### src/rtl/l2c_pkg.sv
package l2c_pkg;

  // Request word address, line data and source id
  localparam int ADDR_WIDTH = 16;
  localparam int DATA_WIDTH = 32;
  localparam int SID_WIDTH  = 5;

  typedef logic [ADDR_WIDTH-1:0] addr_t;
  typedef logic [DATA_WIDTH-1:0] data_t;
  typedef logic [SID_WIDTH-1:0]  sid_t;

  // Request opcode
  typedef enum logic {
    OP_READ  = 1'b0,
    OP_WRITE = 1'b1
  } l2c_op_e;

  // Completion kind reported back to the requester
  typedef enum logic {
    RESP_HIT  = 1'b0,
    RESP_MISS = 1'b1
  } l2c_resp_e;

endpackage

### src/rtl/l2c_lookup_if.sv
`timescale 1ns/1ns

interface l2c_lookup_if #(
  parameter int WAYS     = 4,
  parameter int SET_BITS = 4
);
  import l2c_pkg::*;

  localparam int WAY_BITS = (WAYS > 1) ? $clog2(WAYS) : 1;

  // One cycle per looked-up request, no stall
  logic                vld;
  l2c_op_e             op;
  logic [SET_BITS-1:0] set;
  logic [WAY_BITS-1:0] way;
  logic                hit;
  sid_t                sid;
  data_t               wdata;

  modport source (output vld, op, set, way, hit, sid, wdata);
  modport sink   (input  vld, op, set, way, hit, sid, wdata);

endinterface

### src/rtl/l2c_resp_if.sv
`timescale 1ns/1ns

interface l2c_resp_if;
  import l2c_pkg::*;

  // Finished access, pushed into the response FIFO
  logic      vld;
  sid_t      sid;
  l2c_resp_e resp;
  data_t     rdata;

  modport source (output vld, sid, resp, rdata);
  modport sink   (input  vld, sid, resp, rdata);

endinterface

### src/rtl/l2c_data_stage.sv
`timescale 1ns/1ns

module l2c_data_stage #(
  parameter int WAYS     = 4,
  parameter int SET_BITS = 4
) (
  input  logic       forever_cpuclk,
  input  logic       rst_n,
  l2c_lookup_if.sink lookup,
  l2c_resp_if.source resp
);
  import l2c_pkg::*;

  localparam int SETS = 1 << SET_BITS;

  data_t data_arr [SETS][WAYS];

  logic  wr_en;
  data_t rd_word;

  assign wr_en = lookup.vld && (lookup.op == OP_WRITE);

  always_ff @(posedge forever_cpuclk) begin
    if (wr_en) begin
      data_arr[lookup.set][lookup.way] <= lookup.wdata;
    end
  end

  // Read miss returns zero
  always_comb begin
    if (lookup.hit) begin
      rd_word = data_arr[lookup.set][lookup.way];
    end else begin
      rd_word = '0;
    end
  end

  assign resp.vld  = lookup.vld;
  assign resp.sid  = lookup.sid;
  assign resp.resp = lookup.hit ? RESP_HIT : RESP_MISS;

  // Writes echo their own data
  assign resp.rdata = (lookup.op == OP_WRITE) ? lookup.wdata : rd_word;

endmodule

### src/rtl/l2c_resp_ctrl.sv
`timescale 1ns/1ns

module l2c_resp_ctrl #(
  parameter int FIFO_DEPTH   = 4,
  parameter int RESP_CREDITS = 2
) (
  input  logic               forever_cpuclk,
  input  logic               rst_n,
  input  logic               req_vld,
  input  logic               resp_credit,
  l2c_resp_if.sink           resp,
  output logic               req_ready,
  output logic               req_accept,
  output logic               resp_vld,
  output l2c_pkg::sid_t      resp_sid,
  output l2c_pkg::l2c_resp_e resp_kind,
  output l2c_pkg::data_t     resp_data,
  output logic               l2c_no_op
);
  import l2c_pkg::*;

  localparam int CNT_W = $clog2(FIFO_DEPTH + 1);
  localparam int PTR_W = (FIFO_DEPTH > 1) ? $clog2(FIFO_DEPTH) : 1;
  localparam int CRD_W = $clog2(RESP_CREDITS + 1);

  sid_t      fifo_sid  [FIFO_DEPTH];
  l2c_resp_e fifo_kind [FIFO_DEPTH];
  data_t     fifo_data [FIFO_DEPTH];

  logic [PTR_W-1:0] wr_ptr;
  logic [PTR_W-1:0] rd_ptr;
  logic [CNT_W-1:0] fifo_cnt;
  // Requests in the stages plus buffered responses
  logic [CNT_W-1:0] rsv_cnt;
  logic [CRD_W-1:0] credit_cnt;
  logic             send;

  assign req_ready  = rsv_cnt < CNT_W'(FIFO_DEPTH);
  assign req_accept = req_vld && req_ready;
  assign l2c_no_op  = rsv_cnt == '0;

  // Pop the head whenever the consumer has room
  assign send      = (fifo_cnt != '0) && (credit_cnt != '0);
  assign resp_vld  = send;
  assign resp_sid  = fifo_sid[rd_ptr];
  assign resp_kind = fifo_kind[rd_ptr];
  assign resp_data = fifo_data[rd_ptr];

  always_ff @(posedge forever_cpuclk) begin
    if (resp.vld) begin
      fifo_sid[wr_ptr]  <= resp.sid;
      fifo_kind[wr_ptr] <= resp.resp;
      fifo_data[wr_ptr] <= resp.rdata;
    end
  end

  always_ff @(posedge forever_cpuclk or negedge rst_n) begin
    if (!rst_n) begin
      wr_ptr   <= '0;
      rd_ptr   <= '0;
      fifo_cnt <= '0;
    end else begin
      if (resp.vld) begin
        wr_ptr <= (wr_ptr == PTR_W'(FIFO_DEPTH - 1)) ? '0 : wr_ptr + 1'b1;
      end
      if (send) begin
        rd_ptr <= (rd_ptr == PTR_W'(FIFO_DEPTH - 1)) ? '0 : rd_ptr + 1'b1;
      end
      case ({resp.vld, send})
        2'b10:   fifo_cnt <= fifo_cnt + 1'b1;
        2'b01:   fifo_cnt <= fifo_cnt - 1'b1;
        default: fifo_cnt <= fifo_cnt;
      endcase
    end
  end

  // Reservation taken at acceptance, freed when the response goes out
  always_ff @(posedge forever_cpuclk or negedge rst_n) begin
    if (!rst_n) begin
      rsv_cnt <= '0;
    end else begin
      case ({req_accept, send})
        2'b10:   rsv_cnt <= rsv_cnt + 1'b1;
        2'b01:   rsv_cnt <= rsv_cnt - 1'b1;
        default: rsv_cnt <= rsv_cnt;
      endcase
    end
  end

  always_ff @(posedge forever_cpuclk or negedge rst_n) begin
    if (!rst_n) begin
      credit_cnt <= CRD_W'(RESP_CREDITS);
    end else begin
      case ({resp_credit, send})
        2'b10:   credit_cnt <= credit_cnt + 1'b1;
        2'b01:   credit_cnt <= credit_cnt - 1'b1;
        default: credit_cnt <= credit_cnt;
      endcase
    end
  end

endmodule

### src/rtl/l2c_sub_bank.sv
`timescale 1ns/1ns

module l2c_sub_bank #(
  parameter int WAYS         = 4,
  parameter int SET_BITS     = 4,
  parameter int FIFO_DEPTH   = 4,
  parameter int RESP_CREDITS = 2
) (
  input  logic               forever_cpuclk,
  input  logic               rst_n,
  input  logic               req_vld,
  input  l2c_pkg::l2c_op_e   req_op,
  input  l2c_pkg::addr_t     req_addr,
  input  l2c_pkg::data_t     req_wdata,
  input  l2c_pkg::sid_t      req_sid,
  output logic               req_ready,
  output logic               resp_vld,
  output l2c_pkg::sid_t      resp_sid,
  output l2c_pkg::l2c_resp_e resp_kind,
  output l2c_pkg::data_t     resp_data,
  input  logic               resp_credit,
  output logic               l2c_no_op
);

  logic req_accept;

  l2c_lookup_if #(
    .WAYS     (WAYS),
    .SET_BITS (SET_BITS)
  ) l2c_lookup ();

  l2c_resp_if l2c_resp ();

  l2c_tag_stage #(
    .WAYS     (WAYS),
    .SET_BITS (SET_BITS)
  ) x_l2c_tag_stage (
    .forever_cpuclk (forever_cpuclk),
    .rst_n          (rst_n),
    .req_accept     (req_accept),
    .req_op         (req_op),
    .req_addr       (req_addr),
    .req_wdata      (req_wdata),
    .req_sid        (req_sid),
    .lookup         (l2c_lookup.source)
  );

  l2c_data_stage #(
    .WAYS     (WAYS),
    .SET_BITS (SET_BITS)
  ) x_l2c_data_stage (
    .forever_cpuclk (forever_cpuclk),
    .rst_n          (rst_n),
    .lookup         (l2c_lookup.sink),
    .resp           (l2c_resp.source)
  );

  l2c_resp_ctrl #(
    .FIFO_DEPTH   (FIFO_DEPTH),
    .RESP_CREDITS (RESP_CREDITS)
  ) x_l2c_resp_ctrl (
    .forever_cpuclk (forever_cpuclk),
    .rst_n          (rst_n),
    .req_vld        (req_vld),
    .resp_credit    (resp_credit),
    .resp           (l2c_resp.sink),
    .req_ready      (req_ready),
    .req_accept     (req_accept),
    .resp_vld       (resp_vld),
    .resp_sid       (resp_sid),
    .resp_kind      (resp_kind),
    .resp_data      (resp_data),
    .l2c_no_op      (l2c_no_op)
  );

endmodule

### src/rtl/l2c_tag_stage.sv
`timescale 1ns/1ns

module l2c_tag_stage #(
  parameter int WAYS     = 4,
  parameter int SET_BITS = 4
) (
  input  logic             forever_cpuclk,
  input  logic             rst_n,
  input  logic             req_accept,
  input  l2c_pkg::l2c_op_e req_op,
  input  l2c_pkg::addr_t   req_addr,
  input  l2c_pkg::data_t   req_wdata,
  input  l2c_pkg::sid_t    req_sid,
  l2c_lookup_if.source     lookup
);
  import l2c_pkg::*;

  localparam int SETS     = 1 << SET_BITS;
  localparam int TAG_BITS = ADDR_WIDTH - SET_BITS;
  localparam int WAY_BITS = (WAYS > 1) ? $clog2(WAYS) : 1;

  // Request accepted at the previous edge
  logic    req_vld_q;
  l2c_op_e op_q;
  addr_t   addr_q;
  data_t   wdata_q;
  sid_t    sid_q;

  logic [TAG_BITS-1:0] tag_arr    [SETS][WAYS];
  logic [WAYS-1:0]     valid_arr  [SETS];
  logic [WAY_BITS-1:0] victim_ptr [SETS];

  logic [SET_BITS-1:0] cur_set;
  logic [TAG_BITS-1:0] cur_tag;
  logic [WAYS-1:0]     hit_vec;
  logic                hit;
  logic [WAY_BITS-1:0] hit_way;
  logic [WAY_BITS-1:0] way_sel;
  logic                alloc;

  always_ff @(posedge forever_cpuclk or negedge rst_n) begin
    if (!rst_n) begin
      req_vld_q <= 1'b0;
    end else begin
      req_vld_q <= req_accept;
    end
  end

  always_ff @(posedge forever_cpuclk) begin
    if (req_accept) begin
      op_q    <= req_op;
      addr_q  <= req_addr;
      wdata_q <= req_wdata;
      sid_q   <= req_sid;
    end
  end

  // Set index in the low bits, tag above it
  assign cur_set = addr_q[SET_BITS-1:0];
  assign cur_tag = addr_q[ADDR_WIDTH-1:SET_BITS];

  always_comb begin
    for (int w = 0; w < WAYS; w++) begin
      hit_vec[w] = valid_arr[cur_set][w] && (tag_arr[cur_set][w] == cur_tag);
    end
  end

  assign hit = |hit_vec;

  always_comb begin
    hit_way = '0;
    for (int w = WAYS - 1; w >= 0; w--) begin
      if (hit_vec[w]) begin
        hit_way = WAY_BITS'(w);
      end
    end
  end

  // Write miss takes the round-robin victim and drops its old line
  assign alloc   = req_vld_q && (op_q == OP_WRITE) && !hit;
  assign way_sel = hit ? hit_way : victim_ptr[cur_set];

  always_ff @(posedge forever_cpuclk) begin
    if (alloc) begin
      tag_arr[cur_set][way_sel] <= cur_tag;
    end
  end

  always_ff @(posedge forever_cpuclk or negedge rst_n) begin
    if (!rst_n) begin
      for (int s = 0; s < SETS; s++) begin
        valid_arr[s]  <= '0;
        victim_ptr[s] <= '0;
      end
    end else if (alloc) begin
      valid_arr[cur_set][way_sel] <= 1'b1;
      if (victim_ptr[cur_set] == WAY_BITS'(WAYS - 1)) begin
        victim_ptr[cur_set] <= '0;
      end else begin
        victim_ptr[cur_set] <= victim_ptr[cur_set] + 1'b1;
      end
    end
  end

  // Lookup result handed to the data stage
  always_ff @(posedge forever_cpuclk or negedge rst_n) begin
    if (!rst_n) begin
      lookup.vld <= 1'b0;
    end else begin
      lookup.vld <= req_vld_q;
    end
  end

  always_ff @(posedge forever_cpuclk) begin
    if (req_vld_q) begin
      lookup.op    <= op_q;
      lookup.set   <= cur_set;
      lookup.way   <= way_sel;
      lookup.hit   <= hit;
      lookup.sid   <= sid_q;
      lookup.wdata <= wdata_q;
    end
  end

endmodule

### config.mk
export PLATFORM = sky130hd
export DESIGN_NAME = l2c_sub_bank
export DESIGN_NICKNAME = d
export VERILOG_FILES = /design/src/rtl/l2c_pkg.sv /design/src/rtl/l2c_lookup_if.sv /design/src/rtl/l2c_resp_if.sv /design/src/rtl/l2c_data_stage.sv /design/src/rtl/l2c_resp_ctrl.sv /design/src/rtl/l2c_sub_bank.sv /design/src/rtl/l2c_tag_stage.sv
export SDC_FILE = /design/constraint.sdc
export NUM_CORES = 2
export LEC_CHECK = 0
export BUFFER_PORTS_ARGS = -buffer_cell sky130_fd_sc_hd__buf_4
export CAP_MARGIN = 5
export CORE_MARGIN = 2
export CORE_UTILIZATION = 66
export CTS_CLUSTER_SIZE = 28
export DETAILED_ROUTE_END_ITERATION = 12
export GPL_ROUTABILITY_DRIVEN = 1
export PLACE_DENSITY = 0.84
export SYNTH_ARGS = -nofsm -noshare
export SYNTH_HDL_FRONTEND = slang
export SYNTH_SLANG_ARGS = --single-unit
### constraint.sdc
create_clock -name forever_cpuclk -period 12.2 [get_ports forever_cpuclk]
set_clock_uncertainty 0.2 [all_clocks]
set_input_delay 1.22 -clock forever_cpuclk [delete_from_list [all_inputs] [get_ports forever_cpuclk]]
set_output_delay 1.22 -clock forever_cpuclk [all_outputs]
set_load 0.1 [all_outputs]
==> results_dict.tcl <==
set metrics [dict create \
    grt_usage_pct 38.6 \
    start_kind "flop" \
    start_util_pct 66.3 \
    cts_resized 0 \
    antenna_left 0 \
    max_cap_viol_count 1 \
    cp_data_arrival_time_ps 7800 \
    period_share_pct 61.2 \
    fp-row-count 158 \
    pin_count 99 \
    portBuffers 98 \
    antenna_found_initial 43 \
    tns_ps 0 \
    rsz0062_at_grt "false" \
    wl_per_cell_um 43.5 \
    grt_pass1_vias 64600 \
    slew-limit-headroom_pct 0.825 \
    layout.nets 5643 \
    ys_warn_count 0 \
    fp.dieW_um 435 \
    rrSetupSlack_ps 4740 \
    core_area_mm2 0.185 \
    ys_ff_latch 3185 \
    p_per_area_mw_per_mm2 216 \
    wirelength_mm 360 \
    syn_nets 5296 \
    cts_hold_buf 0 \
    synth_area_mm2 0.123 \
    grt_max_degree 147 \
    cts_setup_buffers 0 \
    synth-simple-area-share_pct 1.55 \
    cts_htree_levels 5 \
    grt_first_pass_wirelength_mm 506 \
    globalplace.congestion 0.877 \
    first_iter_violations 11800 \
    num-fill-cells 8875 \
    avgSynthCellArea_um2 23.5 \
    synthXorXnorAreaFrac_pct 0.457 \
    synthTopCellsByCount "3,067 x edfxtp_1, 895 x mux4_2, 149 x clkbuf_1" \
    violations "capacitance limit" \
    cts_buffer_depth 4 \
    synth_area_leaders "edfxtp_1 75%, mux4_2 16%, dfrtp_1 2.2%" \
    area_growth_pct 12.0 \
    synth_edf_count 3067 \
    root_buffer "clkbuf_16" \
    synth.area.mux_share_pct 17.9 \
    setup_viol 0 \
    synthArstFlopShare_pct 3.45 \
    synth.most_common_cell "edfxtp_1" \
    synth_top_cell_by_area "edfxtp_1" \
    cp-end-kind "flop" \
    worstMarginPinSlew_ps 1470 \
    dieHeight_um 435 \
    fmax_mhz 134 \
    grt_overflow 0 \
    fin_crit_ps 7460 \
    vdd_drop_max_mv 0.329 \
    leakagePower_nw 43.6 \
    clk_pin_slew_ps 70 \
    num_vias 64200 \
    crit_fanout 45 \
    synth-main-ff-cell "edfxtp_1" \
    worst_slack_ps 4740 \
    synth_top_area_share_pct 75.1 \
    insertion_delay_ps 970 \
    vias_per_cell 7.75 \
    synth.distinct_cells 77 \
    synth_compound_area_share_pct 1.19 \
    pre_cts_slack_ps 5000 \
    cts-buffers-inserted 318 \
    firstDrtPassIters 8 \
    die_area_mm2 0.189 \
    netlist_instances 5227 \
    p_total_mw 29.6 \
    ys_seq_area_share_pct 77.5 \
    required_ps 12540 \
    final_max_slew_viol_count 0 \
    cts_tree "built" \
    min_path_type "in -> async" \
    finalHoldViolCount 0 \
    worst-setup-path-type "reg -> reg" \
    synthAdderAreaFrac_pct 0.124 \
    dp_hpwl_mm 181 \
    cts_sinks 3185 \
    drive_gt1_share_pct 31.3 \
    synth_top_family_by_area "multiplexers" \
    drcViolationCount 0 \
    outcome "finished, violations left" \
]
[cell families after synthesis]
family | Yosys count
muxes | 1072
DFF | 3185
buffers and inverters | 309
xor gates and xnor gates | 64
adders and majority gates | 11
AOI/OAI and AO/OA | 190
and+or+nand+nor | 396
[path summary, 6_finish.rpt]
kind | endpoint | startpoint | depth (start not counted)
worst min-delay path | x_l2c_tag_stage.victim_ptr[30] | rst_n | 1
worst max register to register | x_l2c_tag_stage.tag_arr[1][10] | flop | 12
worst max-delay path | x_l2c_tag_stage.tag_arr[1][10] | flop | 12
max in group asynchronous | x_l2c_tag_stage.valid_arr[13] | rst_n | 2
worst min register to register | x_l2c_tag_stage.lookup.wdata[17] | x_l2c_tag_stage.wdata_q[17] | 0
min in group forever_cpuclk | x_l2c_tag_stage.lookup.wdata[17] | x_l2c_tag_stage.wdata_q[17] | 0
[placed cells by master (no fill, tap or decap), drive strengths merged, types with 4 or more instances in the layout]
master,count
nand2b,7
a2111oi,4
clkbuf,382
edfxtp,3067
xnor2,49
a221oi,17
mux2i,122
nor3,13
and2,8
a22oi,26
buf,317
and3,4
a22o,8
nor2,131
inv,25
nand3,32
nand4,17
bufinv,27
clkinvlp,11
nand2,116
o22ai,5
diode,16
or2,4
o211ai,4
a21oi,6
ha,9
nor4,29
dfxtp,8
dfrtp,109
xor2,15
clkinv,116
o21ai,40
nor2b,18
mux2,54
mux4,896
o21bai,64
[sequential cells by signal, summed over array words and instances (netlist names), 2 cells and up, named ones only]
signal	cells
x_l2c_tag_stage.valid_arr	64
x_l2c_resp_ctrl.fifo_data	128
x_l2c_resp_ctrl.credit_cnt	2
x_l2c_data_stage.data_arr	2048
x_l2c_resp_ctrl.rsv_cnt	3
x_l2c_tag_stage.lookup.wdata	32
x_l2c_tag_stage.victim_ptr	32
x_l2c_tag_stage.addr_q	16
x_l2c_tag_stage.wdata_q	32
x_l2c_tag_stage.lookup.way	2
x_l2c_resp_ctrl.rd_ptr	2
x_l2c_resp_ctrl.fifo_cnt	3
x_l2c_tag_stage.lookup.set	4
x_l2c_resp_ctrl.fifo_kind	4
x_l2c_tag_stage.lookup.sid	5
x_l2c_tag_stage.sid_q	5
x_l2c_resp_ctrl.fifo_sid	20
x_l2c_tag_stage.tag_arr	768
x_l2c_resp_ctrl.wr_ptr	2
[metal layers]
metal  vias up  track usage (%)  wire (um)  share of wire [%]
li1      22900                -          -                  -
met1     32700             48.5     110000                 31
met2      6967             61.4     175000                 48
met3      1679             10.4      46700                 13
met4        40             22.8      28100                7.8
met5         -            0.479        371               0.10
[worst max-delay path: stages (launching register included)]
cell and delay, ps:
dfxtp_4 690, buf_4 730, buf_4 800, mux4_2 590, mux4_2 500, xor2_1 220, a21oi_1 80, o211a_1 180
nor4b_1 190, a2111oi_4 490, buf_4 380, nand3_2 680, nor2_1 1190
[per-stage QoR]
step | utilization [%] | area (um^2) | std cells | hold WS [ps]
finish | 74.2 | 137000 | 8292 | 153
global route | 74.2 | 137000 | 8279 | 192
CTS | 74.2 | 137000 | 8273 | 122
detailed placement | 68.8 | 127000 | 7731 | 205
global placement | 68.8 | 127000 | 7731 | 201
floorplan | - | 123000 | 5227 | 200
[where the power goes]
part	switching, mW	internal [mW]
Clock	4.20	5.47
Sequential	0.339	12.8
Combinational	4.31	2.53
Total	8.84	20.8
[final cells by class]
cell class                      instances  area [um^2]  share of cell area, %
Tap cell                             2480         3100                   2.26
Clock inverter                        160         1480                   1.07
Timing Repair Buffer                  317         2440                   1.78
Sequential cell                      3185        95000                   69.2
Inverter                               19         71.3                 0.0519
Clock buffer                          382         8410                   6.12
Multi-Input combinational cell       1733        26700                   19.5
Antenna cell                           16         40.0                 0.0292
No activity file was read; power rests on OpenSTA's default activity.
